==> config.mk <==
export PLATFORM = sky130hd
export DESIGN_NAME = tone_top
export DESIGN_NICKNAME = d
export VERILOG_FILES = /design/src/hw/tone_pkg.sv /design/src/hw/i2s_tx.sv /design/src/hw/note_seg_display.sv /design/src/hw/tone_axil_regs.sv /design/src/hw/tone_lut.sv /design/src/hw/tone_top.sv
export VERILOG_INCLUDE_DIRS = /design/src /design/src/hw
export SDC_FILE = /design/constraint.sdc
export NUM_CORES = 1
export LEC_CHECK = 0
export BUFFER_PORTS_ARGS = -buffer_cell sky130_fd_sc_hd__buf_2
export CAP_MARGIN = 20
export CORE_MARGIN = 2
export CORE_UTILIZATION = 45
export CTS_CLUSTER_SIZE = 28
export DETAILED_ROUTE_END_ITERATION = 8
export MAX_ROUTING_LAYER = met4
export PLACE_DENSITY = 0.68
export SYNTH_ARGS = -nofsm -noshare
export SYNTH_HDL_FRONTEND = slang
export SYNTH_SLANG_ARGS = --single-unit
export TNS_END_PERCENT = 1
==> constraint.sdc <==
create_clock -name clk -period 6.1 [get_ports clk]
set_clock_uncertainty 0.2 [all_clocks]
set_input_delay 1.22 -clock clk [delete_from_list [all_inputs] [get_ports clk]]
set_output_delay 1.22 -clock clk [all_outputs]
set_load 0.02 [all_outputs]
==> src/hw/note_tables.svh <==
// Last table index of one sawtooth period at octave 0 from C up
localparam logic [7:0] base_period [0:11] = '{
    8'd183, // C
    8'd173, // C#
    8'd163, // D
    8'd154, // D#
    8'd145, // E
    8'd137, // F
    8'd129, // F#
    8'd122, // G
    8'd115, // G#
    8'd109, // A
    8'd103, // A#
    8'd97   // B
};

// Sample increment per table entry is 65535 / base_period
localparam logic [15:0] saw_step [0:11] = '{
    16'd358, 16'd378, 16'd402, 16'd425,
    16'd451, 16'd478, 16'd508, 16'd537,
    16'd569, 16'd601, 16'd636, 16'd675
};

==> src/hw/tone_pkg.sv <==
package tone_pkg;

    // Real notes C to B, codes 12 to 15 mean silence
    localparam int note_count = 12;

    // Divider width, one stereo frame is 2**frame_bits clk cycles
    localparam int frame_bits = 10;

    // AXI4-Lite response codes
    localparam logic [1:0] axil_resp_okay   = 2'b00;
    localparam logic [1:0] axil_resp_slverr = 2'b10;

    // Control register byte address
    // Bits 3:0 hold the note, bits 6:4 the octave, the rest read as zero
    localparam logic [3:0] ctrl_addr = 4'h0;

endpackage

==> src/hw/i2s_tx.sv <==
`timescale 1ns/1ps

module i2s_tx
    import tone_pkg::*;
#(
    parameter int sample_width = 16
)
(
    input  logic       clk,
    input  logic       reset,
    input  logic [3:0] note,
    input  logic [2:0] octave,
    output logic       mclk,
    output logic       bclk,
    output logic       lrclk,
    output logic       sdata
);

    logic [frame_bits-1:0]   clk_div;
    logic [31:0]             shift_reg;
    logic [7:0]              sample_cnt;
    logic [7:0]              cnt_max;
    logic [sample_width-1:0] sample;
    logic                    load_sample;
    logic                    frame_end;
    logic                    bit_shift;

    // Free-running frame divider
    always_ff @(posedge clk or posedge reset)
    begin
        if (reset)
            clk_div <= '0;
        else
            clk_div <= clk_div + 1'b1;
    end

    assign mclk  = clk_div[1];            // clk / 4
    assign bclk  = clk_div[3];            // clk / 16
    assign lrclk = clk_div[frame_bits-1]; // One frame per period

    assign load_sample = &clk_div[frame_bits-2:0]; // Last cycle of each half-frame
    assign frame_end   = &clk_div;
    assign bit_shift   = &clk_div[3:0];            // bclk about to fall

    // One sample step per stereo frame
    always_ff @(posedge clk or posedge reset)
    begin
        if (reset)
            sample_cnt <= 8'd0;
        else if (frame_end)
            sample_cnt <= (sample_cnt == cnt_max) ? 8'd0 : sample_cnt + 8'd1;
    end

    // Left-justified word, sample in the top bits
    always_ff @(posedge clk or posedge reset)
    begin
        if (reset)
            shift_reg <= 32'd0;
        else if (load_sample)
            shift_reg <= {sample, {(32 - sample_width){1'b0}}};
        else if (bit_shift)
            shift_reg <= {shift_reg[30:0], 1'b0};
    end

    assign sdata = shift_reg[31]; // Stable at bclk rise

    tone_lut
    #(
        .sample_width ( sample_width )
    )
    u_tone_lut
    (
        .octave    ( octave     ),
        .note      ( note       ),
        .index     ( sample_cnt ),
        .index_max ( cnt_max    ),
        .sample    ( sample     )
    );

    // A silent note keeps the counter parked at zero
    cnt_parked_on_silence: assert property (
        @(posedge clk) disable iff (reset)
        (sample_cnt == 8'd0 && note >= note_count) |=> (sample_cnt == 8'd0)
    )
    else $error("i2s_tx: sample counter moved while silent");

endmodule

==> src/hw/note_seg_display.sv <==
`timescale 1ns/1ps

module note_seg_display
    import tone_pkg::*;
(
    input  logic       clk,
    input  logic       reset,
    input  logic [3:0] note,
    output logic [7:0] segments  // abcdefgh, active low
);

    // Letter per note, dot segment h lit for sharps
    localparam logic [7:0] seg_patterns [0:note_count-1] = '{
        8'b0110_0011, // C
        8'b0110_0010, // C#
        8'b1000_0101, // d
        8'b1000_0100, // d#
        8'b0110_0001, // E
        8'b0111_0001, // F
        8'b0111_0000, // F#
        8'b0100_0011, // G
        8'b0100_0010, // G#
        8'b0001_0001, // A
        8'b0001_0000, // A#
        8'b1100_0001  // b
    };

    localparam logic [7:0] seg_blank = 8'b1111_1111;

    always_ff @(posedge clk or posedge reset)
    begin
        if (reset)
            segments <= seg_blank;
        else if (note < note_count)
            segments <= seg_patterns[note];
        else
            segments <= seg_blank; // Silence codes
    end

endmodule

==> src/hw/tone_axil_regs.sv <==
`timescale 1ns/1ps

module tone_axil_regs
    import tone_pkg::*;
(
    input  logic        clk,
    input  logic        reset,

    input  logic [3:0]  awaddr,
    input  logic        awvalid,
    output logic        awready,

    input  logic [31:0] wdata,
    input  logic [3:0]  wstrb,
    input  logic        wvalid,
    output logic        wready,

    output logic [1:0]  bresp,
    output logic        bvalid,
    input  logic        bready,

    input  logic [3:0]  araddr,
    input  logic        arvalid,
    output logic        arready,

    output logic [31:0] rdata,
    output logic [1:0]  rresp,
    output logic        rvalid,
    input  logic        rready,

    output logic [3:0]  note,
    output logic [2:0]  octave
);

    logic write_accept;
    logic read_accept;
    logic write_hit;
    logic read_hit;

    // Address and data taken together, blocked while a response waits
    assign write_accept = awvalid && wvalid && !bvalid;
    assign read_accept  = arvalid && !rvalid;

    assign awready = write_accept;
    assign wready  = write_accept;
    assign arready = read_accept;

    assign write_hit = (awaddr == ctrl_addr);
    assign read_hit  = (araddr == ctrl_addr);

    // Control register, byte lane 0 only
    always_ff @(posedge clk or posedge reset)
    begin
        if (reset)
        begin
            note   <= 4'hf; // Silence
            octave <= 3'd0;
        end
        else if (write_accept && write_hit && wstrb[0])
        begin
            note   <= wdata[3:0];
            octave <= wdata[6:4];
        end
    end

    always_ff @(posedge clk or posedge reset)
    begin
        if (reset)
            bvalid <= 1'b0;
        else if (write_accept)
            bvalid <= 1'b1;
        else if (bready)
            bvalid <= 1'b0;
    end

    always_ff @(posedge clk)
    begin
        if (write_accept)
            bresp <= write_hit ? axil_resp_okay : axil_resp_slverr;
    end

    always_ff @(posedge clk or posedge reset)
    begin
        if (reset)
            rvalid <= 1'b0;
        else if (read_accept)
            rvalid <= 1'b1;
        else if (rready)
            rvalid <= 1'b0;
    end

    // Unmapped addresses read back as zero
    always_ff @(posedge clk)
    begin
        if (read_accept)
        begin
            rdata <= read_hit ? {25'd0, octave, note} : 32'd0;
            rresp <= read_hit ? axil_resp_okay : axil_resp_slverr;
        end
    end

    // Responses hold with stable payload until taken
    bresp_held: assert property (
        @(posedge clk) disable iff (reset)
        (bvalid && !bready) |=> (bvalid && $stable(bresp))
    )
    else $error("tone_axil_regs: write response dropped before bready");

    rresp_held: assert property (
        @(posedge clk) disable iff (reset)
        (rvalid && !rready) |=> (rvalid && $stable(rdata) && $stable(rresp))
    )
    else $error("tone_axil_regs: read response dropped before rready");

endmodule

==> src/hw/tone_lut.sv <==
`timescale 1ns/1ps

module tone_lut
    import tone_pkg::*;
#(
    parameter int sample_width = 16
)
(
    input  logic [2:0]              octave,
    input  logic [3:0]              note,
    input  logic [7:0]              index,     // Sample counter
    output logic [7:0]              index_max, // Period end at this octave
    output logic [sample_width-1:0] sample
);

    `include "note_tables.svh"

    logic                    note_valid;
    logic [3:0]              note_sel;
    logic [7:0]              table_index;
    logic [31:0]             product;

    assign note_valid = (note < note_count);
    assign note_sel   = note_valid ? note : 4'd0; // Keeps table reads in range

    // Higher octave skips 2**octave entries per step
    assign table_index = index << octave;

    assign product = 32'(table_index) * 32'(saw_step[note_sel]);

    always_comb
    begin
        if (note_valid)
        begin
            sample    = product[sample_width-1:0];
            index_max = base_period[note_sel] >> octave;
        end
        else
        begin
            sample    = '0;          // Silence
            index_max = 8'd0;
        end
    end

endmodule

==> src/hw/tone_top.sv <==
`timescale 1ns/1ps

module tone_top
#(
    parameter int sample_width = 16
)
(
    input  logic        clk,
    input  logic        reset,

    input  logic [3:0]  awaddr,
    input  logic        awvalid,
    output logic        awready,
    input  logic [31:0] wdata,
    input  logic [3:0]  wstrb,
    input  logic        wvalid,
    output logic        wready,
    output logic [1:0]  bresp,
    output logic        bvalid,
    input  logic        bready,
    input  logic [3:0]  araddr,
    input  logic        arvalid,
    output logic        arready,
    output logic [31:0] rdata,
    output logic [1:0]  rresp,
    output logic        rvalid,
    input  logic        rready,

    output logic        mclk,
    output logic        bclk,
    output logic        lrclk,
    output logic        sdata,
    output logic [7:0]  segments
);

    logic [3:0] note;
    logic [2:0] octave;

    tone_axil_regs u_regs
    (
        .clk     ( clk     ),
        .reset   ( reset   ),
        .awaddr  ( awaddr  ),
        .awvalid ( awvalid ),
        .awready ( awready ),
        .wdata   ( wdata   ),
        .wstrb   ( wstrb   ),
        .wvalid  ( wvalid  ),
        .wready  ( wready  ),
        .bresp   ( bresp   ),
        .bvalid  ( bvalid  ),
        .bready  ( bready  ),
        .araddr  ( araddr  ),
        .arvalid ( arvalid ),
        .arready ( arready ),
        .rdata   ( rdata   ),
        .rresp   ( rresp   ),
        .rvalid  ( rvalid  ),
        .rready  ( rready  ),
        .note    ( note    ),
        .octave  ( octave  )
    );

    i2s_tx
    #(
        .sample_width ( sample_width )
    )
    u_i2s_tx
    (
        .clk    ( clk    ),
        .reset  ( reset  ),
        .note   ( note   ),
        .octave ( octave ),
        .mclk   ( mclk   ),
        .bclk   ( bclk   ),
        .lrclk  ( lrclk  ),
        .sdata  ( sdata  )
    );

    note_seg_display u_display
    (
        .clk      ( clk      ),
        .reset    ( reset    ),
        .note     ( note     ),
        .segments ( segments )
    );

endmodule

* Word-level counts from Yosys, hierarchy flattened *
Memory sizes are Yosys's and may differ from the RTL's.
Cells that the tools add are included.

storage, ports and cells
  register bits after elaboration = 103
  bits in latches = 0
  bits in writable memories = 0
  ROM bits = 512
  input bits = 51
  output and inout port bits = 53
  word-level logic and storage cells = 60
  memories = 3

memories
  name             words  bits a word  read ports  clocked after memory_dff  wr ports  RTL line                RTL
  (no name shown)  16     16           1           0                         0         tone_lut.sv:29          assign product = 32'(table_index) * 32'(saw_step[note_sel]);
  (no name shown)  16     8            1           0                         0         tone_lut.sv:36          index_max = base_period[note_sel] >> octave;
  (no name shown)  16     8            1           0                         0         note_seg_display.sv:35  segments <= seg_patterns[note];

cells by class
  add/sub/neg operators = 2
  multiply operators = 1
  div/mod/pow operators = 0
  $lt $le $gt $ge = 3
  equal/unequal tests = 1
  shift-type cells = 2
  mux-type cells = 19
  bitwise gates (word level) = 2
  reductions and logical operators = 15

operators by type and width
  operator                                                          count
  32-bit two-way mux                                                2
  8-bit two-way mux                                                 7
  16-bit two-way mux                                                3
  8-bit by 16-bit multiplier with 16-bit output                     1
  10-bit by 1-bit adder with 10-bit output (second input constant)  1
  5-bit >= comparator (second input constant)                       2
  4-bit NOT with 5-bit output                                       2
  10-bit AND reduction                                              1
  9-bit AND reduction                                               1
  8-bit by 1-bit adder with 8-bit output (second input constant)    1
  8-bit == test                                                     1
  4-bit logical NOT                                                 2
  8-bit by 3-bit left shift with 8-bit output                       1
  8-bit by 3-bit right shift with 8-bit output                      1
  2-bit nonzero test                                                3
  1-bit logical AND                                                 5
  4-bit less-than comparator (second input constant)                1
  1-bit two-way mux                                                 4
  2-bit two-way mux                                                 2
  4-bit two-way mux                                                 1
  4-bit AND reduction                                               1
  1-bit logical NOT                                                 2

* Logic depth before layout (Yosys ltp) *
  depth in word-level cells = 10
  mapped depth = 29
  gate-level depth less buffers = 26

* Modules after synthesis *
A second synthesis with hierarchy kept.

unflattened totals
  cell total of the unflattened synthesis = 710
  area, all modules = 6278.5 sq um

modules (own cells, without submodules)
  module            instances  cells each  area each (sq um)  seq. area each (sq um)
  tone_lut          1          436         3265.6             0.0
  i2s_tx            1          166         1691.6             850.8
  tone_axil_regs    1          73          919.6              500.5
  note_seg_display  1          35          401.6              210.2

* Least setup slack after synthesis *
Ideal clock, no wire load.

  kind = register to register
  from = register u_regs.note[2]
  to = register u_i2s_tx.shift_reg[31]
  arrival time = 5881 ps
  path slack = -119 ps
  stages on the path, launching flop included = 29
  cell sequence = dfstp_2 buf_6 buf_6 nand2_2 clkbuf_1 nand2_1 inv_1 ha_1 buf_2 nand2b_1 nand3_1 o21ai_1 or2_2 fa_1 fa_1 inv_1 fa_1 inv_1 fa_1 inv_1 ha_1 o21ai_0 o21ai_0 a31oi_1 nor2b_1 o21ai_0 a21oi_1 xnor2_1 o22ai_1

between the ends
  word-level cells in the longest chain between the ends = 9

RTL lines
  element                                                 RTL line              RTL
  start, declared                                         tone_axil_regs.sv:31  output logic [3:0] note,
  start signal, assigned                                  tone_axil_regs.sv:61  note <= wdata[3:0];
  4-bit less-than comparator                              tone_lut.sv:23        assign note_valid = (note < note_count);
  4-bit two-way mux                                       tone_lut.sv:24        assign note_sel = note_valid ? note : 4'd0;
  4-bit NOT with 5-bit output (implied by the code)       tone_lut.sv:29
  memory 16 x 16 bit                                      n/a
  16-bit two-way mux (implied by the code) (2 in series)  tone_lut.sv:29
  8-bit by 16-bit multiplier with 16-bit output           tone_lut.sv:29
  16-bit two-way mux (*)                                  tone_lut.sv:33        if (note_valid)
  32-bit two-way mux (*)                                  i2s_tx.sv:59          else if (load_sample)
  end signal, assigned                                    i2s_tx.sv:60          shift_reg <= {sample, {(32 - sample_width){1'b0}}};
  end signal, assigned                                    i2s_tx.sv:62          shift_reg <= {shift_reg[30:0], 1'b0};
  end, declared                                           i2s_tx.sv:20          logic [31:0] shift_reg;

Mark *: on every way between the ends. The rest lies on a longest branch, timed or not. The select of a mux whose other input is x is not followed.
A chain may end at the register's enable or synchronous reset.

* Worst setup path in the final report *
  from = register u_regs.note[3]
  to = register u_i2s_tx.shift_reg[28]

Same word-level chain as after synthesis.

==> impl_metrics.csv <==
group,metric,value,unit
cts,cts_made_buffers,9,
pwr,clockPowerShare,0.265,
timing,timing.fmax,174,MHz
synth,synth-seq-cells,60,
worst_setup_path,end_kind,"flip-flop",
global_routing,grt.total_usage,0.198,
floorplan,ioPinCount,104,
worst_setup_path,crit_buf_inv,6,
worst_setup_path,rr_worst_depth,25,
pwr,pwr-share-seq,0.262,
synth,synthCells,748,
synth,syn_area,6540,um2
cts,cts_root_buffer,"clkbuf_16",
worst_setup_path,critPathLaunchType,"flip-flop",
placement,place_ws,0.181,ns
worst_hold_path,hp-start,"u_i2s_tx.clk_div[0]",
layout,fin_cells,1001,
global_routing,first_global_vias,5110,
worst_setup_path,r2r-start,"u_regs.note[3]",
worst_setup_path,critPathMaxFanout,7,
placement,dp_cells,984,
timing,report.final.slew_viol_count,0,
global_routing,grt_antenna_before_repair,0,
worst_setup_path,arrival,5.74,ns
placement,port-buffer-count,48,
floorplan,core_region_area,14400,um2
drt,wirelength,13900,um
floorplan,chipWidth,125,um
timing,hold_viol_final,0,
layout,largest_reg_flops,16,
run_status,status,"finished, final reports clean",
floorplan,start_util,0.455,
timing,max-slew-margin-rel,0.415,
synth,yosysUniqueCellTypes,72,
synth,synth_area_per_cell,8.74,um2
worst_setup_path,cp_top_family,"adder cells",
worst_setup_path,cp_slowest_cell,"dfstp_2",
worst_setup_path,required,6.08,ns
floorplan,dieArea,15500,um2
drt,via_per_inst,5.24,
cts,clkSinkCount,60,
cts,cts_tree,"done",
layout,diodes,0,
layout,final_area,7380,um2
drt,postRouteAntennaNets,0,
drt,first_iter_violations,296,
pwr,total_power,1.75,mW
layout,areaGrowthSynthToFinish,12.9,%
worst_setup_path,reg2reg_to,"u_i2s_tx.shift_reg[28]",
pwr,p_sw_frac,0.401,
layout,nets,956,
layout,drive_above_1_share,0.200,
drt,vias,5250,
pwr,pwr-share-comb,0.473,
placement,place_area,7040,um2
drt,dr.pass1.iters,4,
worst_hold_path,hp-class,"flip-flop to flip-flop",
global_routing,grt_overflow,0,
cts,htree_levels,3,
timing,fin_crit_sh,0.945,
pwr,irDropWorstVdd,0.130,mV
layout,final_cell_mix,"nor2_1, inv_1, buf_2, fa_1, buf_4",
layout,fillers,1367,
synth,yosysSeqAreaShare,0.239,
placement,hpwl,10600,um
synth,synth-edff-count,9,
global_routing,grt_max_degree,52,
layout,post-route-util,0.513,
cts,clk_pin_slew,0.06,ns
synth,ys.flop_type,"dfrtp_1",
timing,setup_viol,0,
layout,multiInputGateArea,4420,um2
synth,synthArstFlopShare,0.850,
worst_setup_path,worstSetupPathType,"flip-flop to flip-flop",
timing,post-route-min-period,5.76,ns
synth,yosysWarnings,0,
run,drv_cap,0,
pwr,p_sw,703,uW
drt,routedWlPerCell,13.9,um
pwr,p_int,1.05,mW
placement,gp_congestion,0.853,
worst_setup_path,r2r_setup_slack,0.34,ns
global_routing,grt_pass1_wl,24700,um
cts,cts_hold_buf,0,
cts,clock_latency,0.34,ns
pwr,p_per_area,238,nW/um2
timing,tightest_slew,0.877,ns
worst_hold_path,min_to,"u_i2s_tx.clk_div[0]",
drt,drc_errors,0,
worst_hold_path,min_path_cells,1,
floorplan,rows,44,
timing,whs,0.246,ns
timing,setup_tns,0,ns
layout,ff_latch_area,1560,um2
floorplan,fp.dieH,125,um
worst_setup_path,cpPeakStageDelay,0.54,ns
cts,cts_max_path_buffers,2,
timing,fin_ws,0.337,ns
layout,layout_commonest_cell,"nor2_1",
pwr,p_leak,3.55,nW
Yosys cell counts (4+ instances only):
master / number / area (um2)
inv_1: 83 / 312
a31oi_1: 4 / 25.0
nor2_1: 106 / 398
o22ai_1: 11 / 68.8
and3_1: 8 / 50.1
xnor2_1: 16 / 140
a211o_1: 6 / 52.6
nor3_1: 7 / 35.0
o211ai_1: 5 / 37.5
a21oi_1: 20 / 100
nand2_1: 32 / 120
fa_1: 47 / 941
and2_1: 9 / 56.3
nand3_1: 26 / 130
buf_2: 13 / 65.1
dfstp_2: 12 / 315
or2_2: 14 / 87.6
o21ai_0: 37 / 185
nand2b_1: 11 / 68.8
edfxtp_1: 9 / 270
mux2i_1: 32 / 320
clkbuf_1: 17 / 63.8
dfrtp_1: 39 / 976
o21ai_1: 8 / 40.0
o21a_1: 4 / 30.0
a211oi_1: 10 / 75.1
nor2b_1: 13 / 81.3
buf_4: 31 / 233
xor2_1: 8 / 70.1
ha_1: 46 / 576
routing by layer:
layer / GRT usage / vias up / share of wire
met4: 0.0496 / 0 / 0.011
met2: 0.309 / 88 / 0.48
met1: 0.267 / 2560 / 0.47
li1: - / 2589 / -
met5: - / - / 0
met3: 0.0361 / 13 / 0.040
worst max-delay path by stage:
stage	from	endpoint	slack (ns)	depth (start not counted)
2_1_floorplan	u_regs.note[2]	u_i2s_tx.shift_reg[31]	0.02	28
3_3_place_gp	u_regs.note[0]	u_i2s_tx.shift_reg[31]	0.17	24
3_5_place_dp	u_regs.note[2]	u_i2s_tx.shift_reg[30]	0.18	22
4_1_cts	u_regs.note[3]	u_i2s_tx.shift_reg[30]	0.15	22
5_1_grt	u_regs.note[2]	u_i2s_tx.shift_reg[28]	-0.04	25
6_report	u_regs.note[3]	u_i2s_tx.shift_reg[28]	0.34	25
power groups by stage:
stage,combinational (mW),clock [mW],sequential [mW]
floorplan,0.561,0,0.490
global route,0.928,0.498,0.463
global placement,0.795,0,0.465
finish,0.829,0.465,0.459
detailed placement,0.802,0,0.466
CTS,0.809,0.474,0.459
final cells by class:
cell class,count,area share
clock buffers,10,0.0310
clock inverters,6,0.00543
inverters,83,0.0422
multi-input cells,564,0.599
flip-flops and latches,60,0.212
well taps,184,0.0312
repair buffers,94,0.0794
worst register-to-register path, stage by stage, from the launching register on:
cell and delay (ns):
dfstp_2 0.54, nand2_2 0.10, inv_1 0.10, nor2_2 0.04, buf_4 0.14, ha_2 0.21
nor2b_1 0.17, o21ai_1 0.09, nand2_1 0.12, buf_4 0.16, nor2_1 0.06, fa_1 0.46
fa_1 0.49, ha_1 0.29, inv_1 0.05, fa_1 0.52, inv_1 0.05, ha_1 0.36
o21ai_0 0.30, o21bai_1 0.11, a21oi_1 0.18, o21bai_1 0.14, a211oi_2 0.33, buf_4 0.17
xor2_1 0.15, o22ai_1 0.09
repair_timing:
| item | 4_1_cts | 5_1_grt |
|---|---|---|
| resized for setup | 0 | 15 |
| setup buffers | 0 | 1 |
| setup endpoints to repair | 0 | 5 |
| endpoints found under the hold margin | 0 | 0 |
cells by family after synthesis:
kind of cell / count (synthesis) / share of synthesized area
simple gates: 246 / 0.185
buf+inv: 150 / 0.110
compound gates: 137 / 0.141
fa+ha+maj: 94 / 0.234
flops: 60 / 0.239
mux: 36 / 0.0593
xor+xnor: 24 / 0.0322
other cells: 1 / 0.000574
Note: power is estimated with default switching activity, not from simulation.
